### config.mk
export PLATFORM = sky130hd
export DESIGN_NAME = fpu_calc_top
export DESIGN_NICKNAME = d
export VERILOG_FILES = /design/src/rtl/fpu_calc_pkg.sv /design/src/rtl/fpu_calc_top.sv /design/src/rtl/calc_ctrl.sv /design/src/rtl/fpu_core.sv /design/src/rtl/uart_tx.sv /design/src/rtl/uart_rx.sv
export VERILOG_INCLUDE_DIRS = /design/src
export SDC_FILE = /design/constraint.sdc
export NUM_CORES = 1
export LEC_CHECK = 0
export BUFFER_PORTS_ARGS = -buffer_cell sky130_fd_sc_hd__buf_4
export CORE_MARGIN = 5
export CORE_UTILIZATION = 45
export CTS_CLUSTER_DIAMETER = 100
export DETAILED_ROUTE_END_ITERATION = 12
export HOLD_SLACK_MARGIN = 0.12
export SYNTH_ARGS = -nofsm -noshare
export SYNTH_HDL_FRONTEND = slang
export SYNTH_SLANG_ARGS = --single-unit
### constraint.sdc
create_clock -name clk -period 12.95 [get_ports clk]
set_input_delay 1.295 -clock clk [delete_from_list [all_inputs] [get_ports clk]]
set_output_delay 1.295 -clock clk [all_outputs]
set_load 0.01 [all_outputs]
### src/fpu_calc_defs.svh
/* Shared constants for the serial floating-point calculator
   Bit timing, exponent limits and host command bytes */
`ifndef FPU_CALC_DEFS_SVH
`define FPU_CALC_DEFS_SVH

`define CLKS_PER_BIT 16 // Short bit time for simulation

`define EXP_BIAS 63
`define EXP_MAX  127

`define CMD_SET_R1    8'h82
`define CMD_SET_R2    8'h83
`define CMD_READ_STAT 8'h84
`define CMD_READ_R1   8'h85
`define CMD_READ_R2   8'h86
`define CMD_READ_RES  8'h87
`define CMD_ADD       8'h88
`define CMD_SUB       8'h89
`define CMD_MUL       8'h8A

`endif
### src/rtl/fpu_calc_pkg.sv
/* Field types and state encodings of the calculator */
`default_nettype none

package fpu_calc_pkg;

    typedef logic [7:0]  byte_t;
    typedef logic [6:0]  exp_t;  // Biased exponent, zero means zero
    typedef logic [14:0] man_t;
    typedef logic [15:0] sig_t;  // Fraction with hidden one

    typedef enum logic [1:0] {OP_ADD, OP_SUB, OP_MUL} fpu_op_t;

    typedef enum logic [2:0] {
        FPU_IDLE, FPU_ALIGN, FPU_ADD, FPU_NORM, FPU_PACK
    } fpu_state_t;

    typedef enum logic [2:0] {
        C_IDLE, C_SET, C_REPLY, C_START, C_WAIT
    } ctrl_state_t;

    typedef enum logic [1:0] {RX_IDLE, RX_START, RX_DATA, RX_STOP} rx_state_t;
    typedef enum logic [1:0] {TX_IDLE, TX_START, TX_DATA, TX_STOP} tx_state_t;

endpackage

`default_nettype wire

### src/rtl/fpu_calc_top.sv
/* Serial floating-point calculator
   UART receiver, command controller, FPU and UART transmitter */
`timescale 1ns/1ps
`default_nettype none

module fpu_calc_top (
    input  logic clk,
    input  logic reset,
    input  logic rxd,
    output logic txd
);

    fpu_calc_pkg::byte_t   rx_data;
    logic                  rx_valid;
    fpu_calc_pkg::byte_t   tx_data;
    logic                  tx_start;
    logic                  tx_busy;
    logic                  start;
    fpu_calc_pkg::fpu_op_t op;
    logic                  r1_s;
    fpu_calc_pkg::exp_t    r1_e;
    fpu_calc_pkg::man_t    r1_m;
    logic                  r2_s;
    fpu_calc_pkg::exp_t    r2_e;
    fpu_calc_pkg::man_t    r2_m;
    logic                  res_s;
    fpu_calc_pkg::exp_t    res_e;
    fpu_calc_pkg::man_t    res_m;
    logic                  zero_flag;
    logic                  overflow_flag;
    logic                  underflow_flag;
    logic                  idle;

    uart_rx uart_rx_inst (.*);

    calc_ctrl calc_ctrl_inst (.*);

    fpu_core fpu_core_inst (
        .a_s (r1_s),
        .a_e (r1_e),
        .a_m (r1_m),
        .b_s (r2_s),
        .b_e (r2_e),
        .b_m (r2_m),
        .*
    );

    uart_tx uart_tx_inst (.*);

endmodule

`default_nettype wire

### src/rtl/calc_ctrl.sv
/* Command decoder with the R1 and R2 operand registers
   Collects operand bytes, starts the FPU and sequences the serial replies */
`timescale 1ns/1ps
`default_nettype none
`include "fpu_calc_defs.svh"

module calc_ctrl (
    input  logic                  clk,
    input  logic                  reset,
    input  fpu_calc_pkg::byte_t   rx_data,
    input  logic                  rx_valid,
    input  logic                  tx_busy,
    output fpu_calc_pkg::byte_t   tx_data,
    output logic                  tx_start,
    output logic                  start,
    output fpu_calc_pkg::fpu_op_t op,
    output logic                  r1_s,
    output fpu_calc_pkg::exp_t    r1_e,
    output fpu_calc_pkg::man_t    r1_m,
    output logic                  r2_s,
    output fpu_calc_pkg::exp_t    r2_e,
    output fpu_calc_pkg::man_t    r2_m,
    input  logic                  res_s,
    input  fpu_calc_pkg::exp_t    res_e,
    input  fpu_calc_pkg::man_t    res_m,
    input  logic                  zero_flag,
    input  logic                  overflow_flag,
    input  logic                  underflow_flag,
    input  logic                  idle
);

    fpu_calc_pkg::ctrl_state_t state;
    logic [1:0]                byte_cnt;
    logic                      sel_r2;
    logic [23:0]               word; // Reply, sent high byte first

    always_ff @(posedge clk) begin
        if (reset) begin
            state    <= fpu_calc_pkg::C_IDLE;
            byte_cnt <= '0;
            sel_r2   <= 1'b0;
            word     <= '0;
            tx_data  <= '0;
            tx_start <= 1'b0;
            start    <= 1'b0;
            op       <= fpu_calc_pkg::OP_ADD;
            {r1_s, r1_e, r1_m} <= '0;
            {r2_s, r2_e, r2_m} <= '0;
        end else begin
            tx_start <= 1'b0;
            start    <= 1'b0;
            case (state)
                fpu_calc_pkg::C_IDLE: begin
                    byte_cnt <= 2'd3;
                    if (rx_valid) begin
                        case (rx_data)
                            `CMD_SET_R1, `CMD_SET_R2: begin
                                sel_r2   <= (rx_data == `CMD_SET_R2);
                                byte_cnt <= 2'd0;
                                state    <= fpu_calc_pkg::C_SET;
                            end
                            `CMD_READ_STAT: begin
                                word <= {5'b0, underflow_flag, overflow_flag, zero_flag, 16'h0};
                                byte_cnt <= 2'd1; // Status is a single byte
                                state    <= fpu_calc_pkg::C_REPLY;
                            end
                            `CMD_READ_R1: begin
                                word  <= {r1_s, r1_e, r1_m, 1'b0};
                                state <= fpu_calc_pkg::C_REPLY;
                            end
                            `CMD_READ_R2: begin
                                word  <= {r2_s, r2_e, r2_m, 1'b0};
                                state <= fpu_calc_pkg::C_REPLY;
                            end
                            `CMD_READ_RES: begin
                                word  <= {res_s, res_e, res_m, 1'b0};
                                state <= fpu_calc_pkg::C_REPLY;
                            end
                            `CMD_ADD, `CMD_SUB, `CMD_MUL: begin
                                if (rx_data == `CMD_ADD) begin
                                    op <= fpu_calc_pkg::OP_ADD;
                                end else if (rx_data == `CMD_SUB) begin
                                    op <= fpu_calc_pkg::OP_SUB;
                                end else begin
                                    op <= fpu_calc_pkg::OP_MUL;
                                end
                                start <= 1'b1;
                                state <= fpu_calc_pkg::C_START;
                            end
                            default: ; // Unknown bytes are dropped
                        endcase
                    end
                end
                fpu_calc_pkg::C_SET: begin
                    if (rx_valid) begin
                        byte_cnt <= byte_cnt + 2'd1;
                        case (byte_cnt)
                            2'd0: begin
                                if (sel_r2) {r2_s, r2_e} <= rx_data;
                                else        {r1_s, r1_e} <= rx_data;
                            end
                            2'd1: begin
                                if (sel_r2) r2_m[14:7] <= rx_data;
                                else        r1_m[14:7] <= rx_data;
                            end
                            default: begin
                                if (sel_r2) r2_m[6:0] <= rx_data[7:1];
                                else        r1_m[6:0] <= rx_data[7:1];
                                state <= fpu_calc_pkg::C_IDLE;
                            end
                        endcase
                    end
                end
                fpu_calc_pkg::C_REPLY: begin
                    // tx_busy rises only after the start pulse
                    if (!tx_busy && !tx_start) begin
                        if (byte_cnt == 2'd0) begin
                            state <= fpu_calc_pkg::C_IDLE;
                        end else begin
                            tx_data  <= word[23:16];
                            tx_start <= 1'b1;
                            word     <= {word[15:0], 8'h00};
                            byte_cnt <= byte_cnt - 2'd1;
                        end
                    end
                end
                fpu_calc_pkg::C_START: state <= fpu_calc_pkg::C_WAIT; // idle drops next
                fpu_calc_pkg::C_WAIT: begin
                    if (idle) begin
                        state <= fpu_calc_pkg::C_IDLE;
                    end
                end
                default: state <= fpu_calc_pkg::C_IDLE;
            endcase
        end
    end

endmodule

`default_nettype wire

### src/rtl/fpu_core.sv
/* Multicycle add, subtract and multiply on the 23-bit format
   Normalizes one left shift per cycle, truncates, and raises idle when done */
`timescale 1ns/1ps
`default_nettype none
`include "fpu_calc_defs.svh"

module fpu_core (
    input  logic                  clk,
    input  logic                  reset,
    input  logic                  start,
    input  fpu_calc_pkg::fpu_op_t op,
    input  logic                  a_s,
    input  fpu_calc_pkg::exp_t    a_e,
    input  fpu_calc_pkg::man_t    a_m,
    input  logic                  b_s,
    input  fpu_calc_pkg::exp_t    b_e,
    input  fpu_calc_pkg::man_t    b_m,
    output logic                  res_s,
    output fpu_calc_pkg::exp_t    res_e,
    output fpu_calc_pkg::man_t    res_m,
    output logic                  zero_flag,
    output logic                  overflow_flag,
    output logic                  underflow_flag,
    output logic                  idle
);

    fpu_calc_pkg::fpu_state_t state;
    fpu_calc_pkg::fpu_op_t    op_q;
    logic                     sa;
    logic                     sb;
    logic                     sign_r;
    logic                     bypass; // Exact result, no range check
    fpu_calc_pkg::exp_t       ea;
    fpu_calc_pkg::exp_t       eb;
    fpu_calc_pkg::sig_t       ma;
    fpu_calc_pkg::sig_t       mb;
    logic signed [9:0]        e_r;
    logic [16:0]              sum;    // Carry bit on top
    logic [31:0]              prod;

    assign prod = ma * mb;

    always_ff @(posedge clk) begin
        if (reset) begin
            state          <= fpu_calc_pkg::FPU_IDLE;
            op_q           <= fpu_calc_pkg::OP_ADD;
            {sa, sb}       <= 2'b00;
            sign_r         <= 1'b0;
            bypass         <= 1'b0;
            {ea, eb}       <= '0;
            {ma, mb}       <= '0;
            e_r            <= '0;
            sum            <= '0;
            res_s          <= 1'b0;
            res_e          <= '0;
            res_m          <= '0;
            zero_flag      <= 1'b0;
            overflow_flag  <= 1'b0;
            underflow_flag <= 1'b0;
            idle           <= 1'b1;
        end else begin
            case (state)
                fpu_calc_pkg::FPU_IDLE: begin
                    if (start) begin
                        op_q   <= op;
                        sa     <= a_s;
                        sb     <= (op == fpu_calc_pkg::OP_SUB) ? ~b_s : b_s;
                        ea     <= a_e;
                        eb     <= b_e;
                        ma     <= {1'b1, a_m};
                        mb     <= {1'b1, b_m};
                        bypass <= 1'b0;
                        idle   <= 1'b0;
                        state  <= fpu_calc_pkg::FPU_ALIGN;
                    end
                end
                fpu_calc_pkg::FPU_ALIGN: begin
                    if (op_q == fpu_calc_pkg::OP_MUL) begin
                        if (ea == '0 || eb == '0) begin
                            bypass <= 1'b1; // Signed zero
                            sign_r <= sa ^ sb;
                            e_r    <= '0;
                            sum    <= '0;
                            state  <= fpu_calc_pkg::FPU_PACK;
                        end else begin
                            e_r   <= 10'(ea) + 10'(eb) - 10'(`EXP_BIAS);
                            state <= fpu_calc_pkg::FPU_ADD;
                        end
                    end else if (ea == '0) begin
                        bypass <= 1'b1; // Other operand passes through
                        sign_r <= sb;
                        e_r    <= 10'(eb);
                        sum    <= {2'b00, mb[14:0]};
                        state  <= fpu_calc_pkg::FPU_PACK;
                    end else if (eb == '0) begin
                        bypass <= 1'b1;
                        sign_r <= sa;
                        e_r    <= 10'(ea);
                        sum    <= {2'b00, ma[14:0]};
                        state  <= fpu_calc_pkg::FPU_PACK;
                    end else if (ea >= eb) begin
                        mb    <= mb >> (ea - eb); // Tie shifts R2 by zero
                        e_r   <= 10'(ea);
                        state <= fpu_calc_pkg::FPU_ADD;
                    end else begin
                        ma    <= ma >> (eb - ea);
                        e_r   <= 10'(eb);
                        state <= fpu_calc_pkg::FPU_ADD;
                    end
                end
                fpu_calc_pkg::FPU_ADD: begin
                    if (op_q == fpu_calc_pkg::OP_MUL) begin
                        sign_r <= sa ^ sb;
                        if (prod[31]) begin
                            sum <= {2'b01, prod[30:16]};
                            e_r <= e_r + 10'sd1;
                        end else begin
                            sum <= {2'b01, prod[29:15]};
                        end
                        state <= fpu_calc_pkg::FPU_PACK;
                    end else if (sa == sb) begin
                        sign_r <= sa;
                        sum    <= {1'b0, ma} + {1'b0, mb};
                        state  <= fpu_calc_pkg::FPU_NORM;
                    end else if (ma == mb) begin
                        bypass <= 1'b1; // Full cancellation gives +0
                        sign_r <= 1'b0;
                        e_r    <= '0;
                        sum    <= '0;
                        state  <= fpu_calc_pkg::FPU_PACK;
                    end else if (ma > mb) begin
                        sign_r <= sa;
                        sum    <= {1'b0, ma - mb};
                        state  <= fpu_calc_pkg::FPU_NORM;
                    end else begin
                        sign_r <= sb;
                        sum    <= {1'b0, mb - ma};
                        state  <= fpu_calc_pkg::FPU_NORM;
                    end
                end
                fpu_calc_pkg::FPU_NORM: begin
                    if (sum[16]) begin
                        sum   <= sum >> 1; // Carry out
                        e_r   <= e_r + 10'sd1;
                        state <= fpu_calc_pkg::FPU_PACK;
                    end else if (sum[15]) begin
                        state <= fpu_calc_pkg::FPU_PACK;
                    end else begin
                        sum <= sum << 1;
                        e_r <= e_r - 10'sd1;
                    end
                end
                fpu_calc_pkg::FPU_PACK: begin
                    overflow_flag  <= 1'b0;
                    underflow_flag <= 1'b0;
                    if (!bypass && e_r > `EXP_MAX) begin
                        overflow_flag <= 1'b1; // Saturate
                        zero_flag     <= 1'b0;
                        res_s         <= sign_r;
                        res_e         <= 7'(`EXP_MAX);
                        res_m         <= '1;
                    end else if (!bypass && e_r < 10'sd1) begin
                        underflow_flag <= 1'b1;
                        zero_flag      <= 1'b1;
                        res_s          <= 1'b0;
                        res_e          <= '0;
                        res_m          <= '0;
                    end else begin
                        zero_flag <= (e_r == 10'sd0);
                        res_s     <= sign_r;
                        res_e     <= e_r[6:0];
                        res_m     <= sum[14:0];
                    end
                    idle  <= 1'b1;
                    state <= fpu_calc_pkg::FPU_IDLE;
                end
                default: state <= fpu_calc_pkg::FPU_IDLE;
            endcase
        end
    end

endmodule

`default_nettype wire

### src/rtl/uart_tx.sv
/* 8N1 serial transmitter, busy for the whole ten-bit frame */
`timescale 1ns/1ps
`default_nettype none
`include "fpu_calc_defs.svh"

module uart_tx (
    input  logic                clk,
    input  logic                reset,
    input  logic                tx_start,
    input  fpu_calc_pkg::byte_t tx_data,
    output logic                txd,
    output logic                tx_busy
);

    logic [15:0]             clk_cnt;
    logic [2:0]              bit_idx;
    fpu_calc_pkg::byte_t     shreg;
    fpu_calc_pkg::tx_state_t state;

    assign tx_busy = (state != fpu_calc_pkg::TX_IDLE);

    always_ff @(posedge clk) begin
        if (reset) begin
            state   <= fpu_calc_pkg::TX_IDLE;
            clk_cnt <= '0;
            bit_idx <= '0;
            shreg   <= '0;
            txd     <= 1'b1;
        end else begin
            case (state)
                fpu_calc_pkg::TX_IDLE: begin
                    clk_cnt <= '0;
                    if (tx_start) begin
                        shreg <= tx_data;
                        txd   <= 1'b0; // Start bit
                        state <= fpu_calc_pkg::TX_START;
                    end
                end
                fpu_calc_pkg::TX_START: begin
                    if (clk_cnt == 16'(`CLKS_PER_BIT - 1)) begin
                        clk_cnt <= '0;
                        bit_idx <= '0;
                        txd     <= shreg[0];
                        state   <= fpu_calc_pkg::TX_DATA;
                    end else begin
                        clk_cnt <= clk_cnt + 16'd1;
                    end
                end
                fpu_calc_pkg::TX_DATA: begin
                    if (clk_cnt == 16'(`CLKS_PER_BIT - 1)) begin
                        clk_cnt <= '0;
                        bit_idx <= bit_idx + 3'd1;
                        shreg   <= shreg >> 1;
                        if (bit_idx == 3'd7) begin
                            txd   <= 1'b1; // Stop bit
                            state <= fpu_calc_pkg::TX_STOP;
                        end else begin
                            txd <= shreg[1];
                        end
                    end else begin
                        clk_cnt <= clk_cnt + 16'd1;
                    end
                end
                fpu_calc_pkg::TX_STOP: begin
                    if (clk_cnt == 16'(`CLKS_PER_BIT - 1)) begin
                        state <= fpu_calc_pkg::TX_IDLE;
                    end else begin
                        clk_cnt <= clk_cnt + 16'd1;
                    end
                end
                default: state <= fpu_calc_pkg::TX_IDLE;
            endcase
        end
    end

endmodule

`default_nettype wire

### src/rtl/uart_rx.sv
/* 8N1 serial receiver
   Samples each bit at its centre and pulses rx_valid on a good stop bit */
`timescale 1ns/1ps
`default_nettype none
`include "fpu_calc_defs.svh"

module uart_rx (
    input  logic                clk,
    input  logic                reset,
    input  logic                rxd,
    output fpu_calc_pkg::byte_t rx_data,
    output logic                rx_valid
);

    logic                    rxd_meta;
    logic                    rxd_sync;
    logic [15:0]             clk_cnt;
    logic [2:0]              bit_idx;
    fpu_calc_pkg::rx_state_t state;

    always_ff @(posedge clk) begin
        if (reset) begin
            rxd_meta <= 1'b1; // Line idles high
            rxd_sync <= 1'b1;
        end else begin
            rxd_meta <= rxd;
            rxd_sync <= rxd_meta;
        end
    end

    always_ff @(posedge clk) begin
        if (reset) begin
            state    <= fpu_calc_pkg::RX_IDLE;
            clk_cnt  <= '0;
            bit_idx  <= '0;
            rx_data  <= '0;
            rx_valid <= 1'b0;
        end else begin
            rx_valid <= 1'b0;
            case (state)
                fpu_calc_pkg::RX_IDLE: begin
                    clk_cnt <= '0;
                    if (!rxd_sync) begin
                        state <= fpu_calc_pkg::RX_START;
                    end
                end
                fpu_calc_pkg::RX_START: begin
                    if (clk_cnt == 16'(`CLKS_PER_BIT / 2 - 1)) begin
                        clk_cnt <= '0;
                        bit_idx <= '0;
                        if (rxd_sync) begin
                            state <= fpu_calc_pkg::RX_IDLE; // Glitch, not a start bit
                        end else begin
                            state <= fpu_calc_pkg::RX_DATA;
                        end
                    end else begin
                        clk_cnt <= clk_cnt + 16'd1;
                    end
                end
                fpu_calc_pkg::RX_DATA: begin
                    if (clk_cnt == 16'(`CLKS_PER_BIT - 1)) begin
                        clk_cnt <= '0;
                        rx_data <= {rxd_sync, rx_data[7:1]}; // LSB first
                        bit_idx <= bit_idx + 3'd1;
                        if (bit_idx == 3'd7) begin
                            state <= fpu_calc_pkg::RX_STOP;
                        end
                    end else begin
                        clk_cnt <= clk_cnt + 16'd1;
                    end
                end
                fpu_calc_pkg::RX_STOP: begin
                    if (clk_cnt == 16'(`CLKS_PER_BIT - 1)) begin
                        rx_valid <= rxd_sync; // Framing error drops the byte
                        state    <= fpu_calc_pkg::RX_IDLE;
                    end else begin
                        clk_cnt <= clk_cnt + 16'd1;
                    end
                end
                default: state <= fpu_calc_pkg::RX_IDLE;
            endcase
        end
    end

endmodule

`default_nettype wire

==> metrics.txt, run 1 <==
gr ovfl total 0; clock buffer count from CTS 29; Setup Crit Path Kind flop to flop; Max-slew headroom 23.13%; Power Dens Cells around 64 mW/mm^2; most used cell, CP fa_1; worst min-delay path class flop to flop; Top Family by Delay on Critical Path adder cells; number of DRC markers in iteration 0 between 2000 and 3000; Resized Gates After CTS 0; clk sinks ~260; row cnt 86; Ys Warns 0; dpl cells around 3700; first-pass GRT wire length about 130 mm; Initial Util between 40% and 50%; Worst-path clk slew ~0.060 ns; vias post-DR 22520; status finished, final reports clean; HPWL Detailed between 60 and 70 mm; CTS tree done; CTS Buffer Depth 3; Main synth FF type dfxtp_1; CP Data Required Time 13.44 ns; port bufs 3; initial antenna violation count 0; critical path's largest stage delay 0.86 ns; routed len/inst roughly 22 um; Final min period around 8.6 ns; FMAX approximately 120 MHz; asr flop ratio synth 0%; Worst Max-Slew Pin Slew approximately 1.1 ns; post-CTS setup buffer count 0; post-synth top area share between 20% and 30%; overall die height ~240 um; register area share after synthesis a little over a fifth; Critical Path Sink Type flop; DRT Pass-1 Iters 11; Hold Buf Count CTS 0; Final setup viols 0; final wirelength between 80 and 90 mm; Worst VDD drop 0.09705 mV; top-count cell post-synth nor2_1; max-cap viol count 0; P_leak between 10 and 15 nW; synth cell count leaders 454 x nor2_1, 364 x nand2_1, 315 x inv_1, 258 x dfxtp_1, 199 x fa_1; setup TNS 0 ns; drt drc 0; Tot Pwr around 0.0017 W; number of nets with antenna violations after routing 0; fill count between 5000 and 6000; CP max stage cell dfxtp_1; Worst Path Max Fanout 20; Post-synth EDFFs 0; Final Max Tran Viols 0; final cell count without fillers 3766; Netlist cell types 78; Final period util between 60% and 70%; nets ~3400; Synthesized Nets between 3000 and 4000; biggest area consumer among synthesized cells dfxtp_1; crit path cell chain clkinv_1 > nor2_1 > fa_1 > inv_1 > fa_1 > inv_1 > fa_1 > fa_1 > fa_1 > inv_1 > fa_1 > inv_1 > ha_1 > a21oi_1 > o211ai_1 > nand3_1 > nor3b_1 > o21ai_2 > mux2i_1 > nor2_2 > o211a_1 > nor2_1 > a311oi_1; CP startpoint kind flop; io pins 4; die area around 0.06 mm^2; Final Hold Viols 0; root buf cell clkbuf_16; share of layout cells above drive strength 1 4.866%; H-Tree Depth 1; Worst-Skew Late Latency approximately 0.6 ns; Yosys reg bits between 200 and 300; Clock Skew 0.04481 ns; Total GRT Usage a little over a quarter; synthesized area around 0.025 mm^2; top cells by area, synth dfxtp_1 21%, fa_1 16%, ha_1 9.3%, nor2_1 6.9%, nand2_1 5.5%; Arr. time, crit path 9.07 ns; RSZ-0062 raised after global routing false; worst path buffer plus inverter count 5; vias per std cell between 5 and 6; vias in the first global route between 20000 and 25000; width of the chip ~240 um; largest net degree at the start of global routing 85; # diodes 0; GP Congestion 0.9788; Syn Area/Cell around 8 um^2; area of the core 0.05488 mm^2; Synth Instances 3153; area growth from synthesis to layout 5.892%
==> final timing paths <==
kind / depth (start not counted) / endpoint / slack (ns) / startpoint
min reg2reg: 1 / uart_rx_inst.rxd_sync / 0.41 / uart_rx_inst.rxd_meta
max: 23 / fpu_core_inst.e_r[3] / 4.38 / fpu_core_inst.ma[11]
min: 1 / uart_rx_inst.rxd_sync / 0.41 / uart_rx_inst.rxd_meta
max reg2reg: 23 / fpu_core_inst.e_r[3] / 4.38 / fpu_core_inst.ma[11]
==> layout make-up <==
type | count | area (um^2) | area share, %
inverter | 329 | 1235 | 4.698
sequential | 258 | 5165 | 19.65
clock inverter | 15 | 137.6 | 0.5235
clock buffer | 39 | 813.3 | 3.094
tap | 704 | 880.8 | 3.351
multi-input combinational | 2375 | 17710 | 67.36
timing repair buffer | 46 | 349.1 | 1.328
==> logic make-up after synthesis <==
family | Yosys count | synth area share (%)
xor+xnor | 87 | 3.069
buf+inv | 520 | 7.948
flops | 258 | 20.80
simple gates | 1101 | 19.29
compound gates | 656 | 17.39
mux | 147 | 6.128
fa+ha+maj | 384 | 25.37
==> metrics by stage <==
stage / area (um^2) / hold WS [ns] / setup WS [ns] / util [%]
finish: 26290 / 0.4112 / 4.375 / 47.90
global route: 26290 / 0.4277 / 3.911 / 47.90
CTS: 26290 / 0.4161 / 4.534 / 47.90
detailed placement: 25340 / 0.3978 / 4.539 / 46.17
global placement: 25340 / 0.3959 / 4.836 / 46.17
floorplan: 24830 / 0.3895 / 6.293 / -
==> power breakdown <==
group | internal [W] | total (W) | switching, W
Clock | 0.000466 | 0.000826 | 0.000360
Sequential | 0.000802 | 0.000806 | 0.00000477
Combinational | 0.0000169 | 0.0000517 | 0.0000347
Total | 0.00128 | 0.00168 | 0.000400
==> per-layer routing <==
layer / routed length (um) / GRT usage (%)
met1: 36030 / 38.19
met2: 35630 / 40.10
met3: 6892 / 4.671
met4: 3703 / 9.835
met5: 0 / 0
==> sequential cells by signal, summed over array words and instances, names as in the netlist, 8 cells and up, named ones only <==
signal / flops
fpu_core_inst.res_m: 15
calc_ctrl_inst.tx_data: 8
calc_ctrl_inst.r2_m: 15
fpu_core_inst.mb: 16
uart_rx_inst.clk_cnt: 16
fpu_core_inst.e_r: 10
calc_ctrl_inst.r1_m: 15
uart_rx_inst.rx_data: 8
calc_ctrl_inst.word: 23
uart_tx_inst.shreg: 8
fpu_core_inst.sum: 17
fpu_core_inst.ma: 16
uart_tx_inst.clk_cnt: 16
==> cell usage in the layout (no fill, tap or decap), drive strengths merged, types with 9 or more instances in the layout <==
cell,synthesis,final
nor2,454,454
nand2,364,364
inv,318,322
dfxtp,258,258
fa,199,199
ha,185,185
a21oi,174,174
o21ai,145,145
mux2i,119,119
a211oi,69,69
nor3,67,67
xnor2,51,51
buf,23,46
nand3,41,41
a221oi,39,39
clkbuf,168,39
xor2,36,36
mux2,27,27
o211ai,26,26
nor2b,23,23
a31oi,23,23
and2,23,23
and3,21,21
a22o,21,21
nand4,20,20
a21o,19,19
a22oi,18,18
clkinv,11,18
nor4,17,17
nand2b,16,16
a311oi,13,13
a222oi,12,12
or3,10,10
o21bai,10,10
or2,10,10
o21a,9,9
o2111ai,9,9
No activity file was read; power rests on OpenSTA's default activity.
==> inputs of run 2 (changes only) <==
==> constraint.sdc (replaced) <==
create_clock -name clk -period 7.8 [get_ports clk]
set_input_delay 0.78 -clock clk [delete_from_list [all_inputs] [get_ports clk]]
set_output_delay 0.78 -clock clk [all_outputs]
set_load 0.01 [all_outputs]
==> run 2 against run 1 <==
- non-clock buffer count grew 41
- highest routed layer unchanged
- count of clock-buffer cells in the layout increased by 3
- combinational power grew 68%
- worst setup slack worse by 3.9 ns
- critical endpoint is now fpu_core_inst.sum[10]
- sequential share of layout area decreased by 0.23 points
- clock skew fell by 0.027 ns
- global-route usage is 1.0 points higher
- largest cell class unchanged
- die area unchanged
==> metrics.txt, run 2 (synthesis results as in run 1) <==
Largest Register calc_ctrl_inst.word (unchanged); most used cell, CP fa_1 (unchanged); Worst-path clk slew 0.07 ns (was 0.06 ns); root buf cell clkbuf_16 (unchanged); Top Family by Delay on Critical Path adder cells (unchanged); GP Congestion 1.031 (was 0.9788); Critical R2R Launch fpu_core_inst.mb[14] (was fpu_core_inst.ma[11]); clock buffer count from CTS 28 (was 29); R2R cell count 22 (was 23); Worst VDD drop 0.1875 mV (was 0.09705 mV); Worst-Skew Late Latency 0.56 ns (was 0.59 ns); final hold slack 0.4116 ns (was 0.4112 ns); Worst Max-Slew Pin Slew 1.259 ns (was 1.139 ns); CP startpoint kind flop (unchanged); Largest regs calc_ctrl_inst.word: 23 flops, fpu_core_inst.sum: 17 flops (unchanged); area of the core 0.05488 mm^2 (unchanged); vias post-DR 23030 (was 22520); FF-to-FF End fpu_core_inst.sum[10] (was fpu_core_inst.e_r[3]); critical path's largest stage delay 0.76 ns (was 0.86 ns); clk sinks 258 (unchanged); Final min period 7.355 ns (was 8.575 ns); Max-slew headroom 14.95% (was 23.13%); HPWL Detailed 65.72 mm (was 63.61 mm); gr ovfl total 0 (unchanged); io pins 4 (unchanged); CTS tree done (unchanged); Hold Buf Count CTS 0 (unchanged); crit path cell chain inv_2 > nor2_1 > fa_1 > fa_1 > fa_1 > fa_1 > fa_1 > inv_1 > fa_1 > inv_1 > ha_1 > o21ai_0 > a21oi_1 > nand3_1 > nor3b_1 > o21ai_2 > mux2i_1 > nor2_2 > buf_4 > mux2i_1 > a2111oi_0 > nor4_1 (was clkinv_1 > nor2_1 > fa_1 > inv_1 > fa_1 > inv_1 > fa_1 > fa_1 > fa_1 > inv_1 > fa_1 > inv_1 > ha_1 > a21oi_1 > o211ai_1 > nand3_1 > nor3b_1 > o21ai_2 > mux2i_1 > nor2_2 > o211a_1 > nor2_1 > a311oi_1); Final Max Tran Viols 0 (unchanged); reg2reg setup slack 0.45 ns (was 4.38 ns); Critical Path Sink Type flop (unchanged); worst path buffer plus inverter count 4 (was 5); port bufs 3 (unchanged); RSZ-0062 raised after global routing false (unchanged); Final Hold Viols 0 (unchanged); worst min-delay path class input pin to flop (was flop to flop); vias per std cell 6.052 (was 5.978); final cell count without fillers 3806 (was 3766); share of layout cells above drive strength 1 6.032% (was 4.866%); drt drc 0 (unchanged); number of DRC markers in iteration 0 2948 (was 2552); CP max stage cell dfxtp_1 (unchanged); Final period util 94.29% (was 66.21%); routed len/inst 22.26 um (was 21.84 um); first-pass GRT wire length 131.4 mm (was 126.7 mm); vias in the first global route 21990 (was 21410); initial antenna violation count 1 (was 0); Total GRT Usage 27.57% (was 26.55%); FMAX 136.0 MHz (was 116.6 MHz); Worst Path Max Fanout 20 (unchanged); Levels on crit path 22 (was 23); P_leak 11.26 nW (was 11.05 nW); CP Data Required Time 8.19 ns (was 13.44 ns); nets 3466 (was 3426); Arr. time, crit path 7.75 ns (was 9.07 ns); Post-Route Utilization 48.47% (was 47.90%); H-Tree Depth 1 (unchanged); Power Dens Cells 105.2 mW/mm^2 (was 64.05 mW/mm^2); die area 0.05997 mm^2 (unchanged); width of the chip 244.9 um (unchanged); commonest non-fill, non-tap cell in the layout nor2_1 (unchanged); row cnt 86 (unchanged); max-cap viol count 0 (unchanged); status finished, final reports clean (unchanged); number of nets with antenna violations after routing 0 (unchanged); dpl cells 3750 (was 3712); Final setup viols 0 (unchanged); overall die height 244.9 um (unchanged); commonest non-fill, non-tap cells in the layout 452 x nor2_1, 364 x nand2_1, 314 x inv_1, 258 x dfxtp_1, 199 x fa_1 (was 452 x nor2_1, 364 x nand2_1, 315 x inv_1, 258 x dfxtp_1, 199 x fa_1); CP startpoint fpu_core_inst.mb[14] (was fpu_core_inst.ma[11]); DRT Pass-1 Iters 8 (was 11); final wirelength 84.74 mm (was 82.25 mm); CTS Buffer Depth 3 (unchanged); Setup Crit Path Kind flop to flop (unchanged); Worst Setup EP fpu_core_inst.sum[10] (was fpu_core_inst.e_r[3]); max FFs per register 23 (unchanged); largest net degree at the start of global routing 94 (was 85); setup TNS 0 ns (unchanged); Tot Pwr 0.002799 W (was 0.001684 W); Clock Skew 0.01800 ns (was 0.04481 ns); Initial Util 45.24% (unchanged); area growth from synthesis to layout 7.152% (was 5.892%)
==> run 2: what timing repair did <==
action	4_1_cts	5_1_grt
hold endpoints to repair	0	0
buffers inserted	0	3
endpoints found under the setup margin	0	1
resized for setup	0	1
==> run 2: power breakdown <==
group | switching, W | total [W] | leakage (nW) | internal (W)
sequential | 0.00000821 | 0.00134 | 2.08 | 0.00133
combinational | 0.0000584 | 0.0000866 | 8.71 | 0.0000282
clock | 0.000561 | 0.00137 | 0.471 | 0.000812
total | 0.000628 | 0.00280 | 11.3 | 0.00217
==> run 2: metrics by stage <==
| stage | area [um^2] | setup slack, ns |
|---|---|---|
| CTS | 26570 | 0.4230 |
| finish | 26600 | 0.4452 |
| floorplan | 24830 | 1.143 |
| detailed placement | 25620 | 0.4625 |
| global placement | 25620 | 0.6036 |
| global route | 26600 | 0.1522 |
==> run 2: layer usage <==
layer	vias to the layer above	track usage [%]	share of wire, %
li1	10540	-	-
met4	0	6.914	2.9
met3	151	4.834	10
met5	-	0	0
met2	1155	41.73	43
met1	11180	40.99	44
==> run 2: worst min path at each step <==
stage / start / endpoint / cells after the start
floorplan: uart_rx_inst.rxd_meta / uart_rx_inst.rxd_sync / 1
global placement: uart_rx_inst.rxd_meta / uart_rx_inst.rxd_sync / 1
detailed placement: uart_rx_inst.rxd_meta / uart_rx_inst.rxd_sync / 1
CTS: rxd / uart_rx_inst.rxd_meta / 2
global route: rxd / uart_rx_inst.rxd_meta / 2
finish: rxd / uart_rx_inst.rxd_meta / 2
==> run 2: area by class of cell <==
| type | instances | area, um^2 |
|---|---|---|
| diodes | 2 | 5.005 |
| flip-flops and latches | 258 | 5165 |
| fillers | 5343 | 28280 |
| clock buffers | 42 | 844.6 |
| multi-input cells | 2375 | 17710 |
| well taps | 704 | 880.8 |
| inverters | 329 | 1239 |
| repair buffers | 87 | 656.9 |
| clock inverters | 9 | 102.6 |
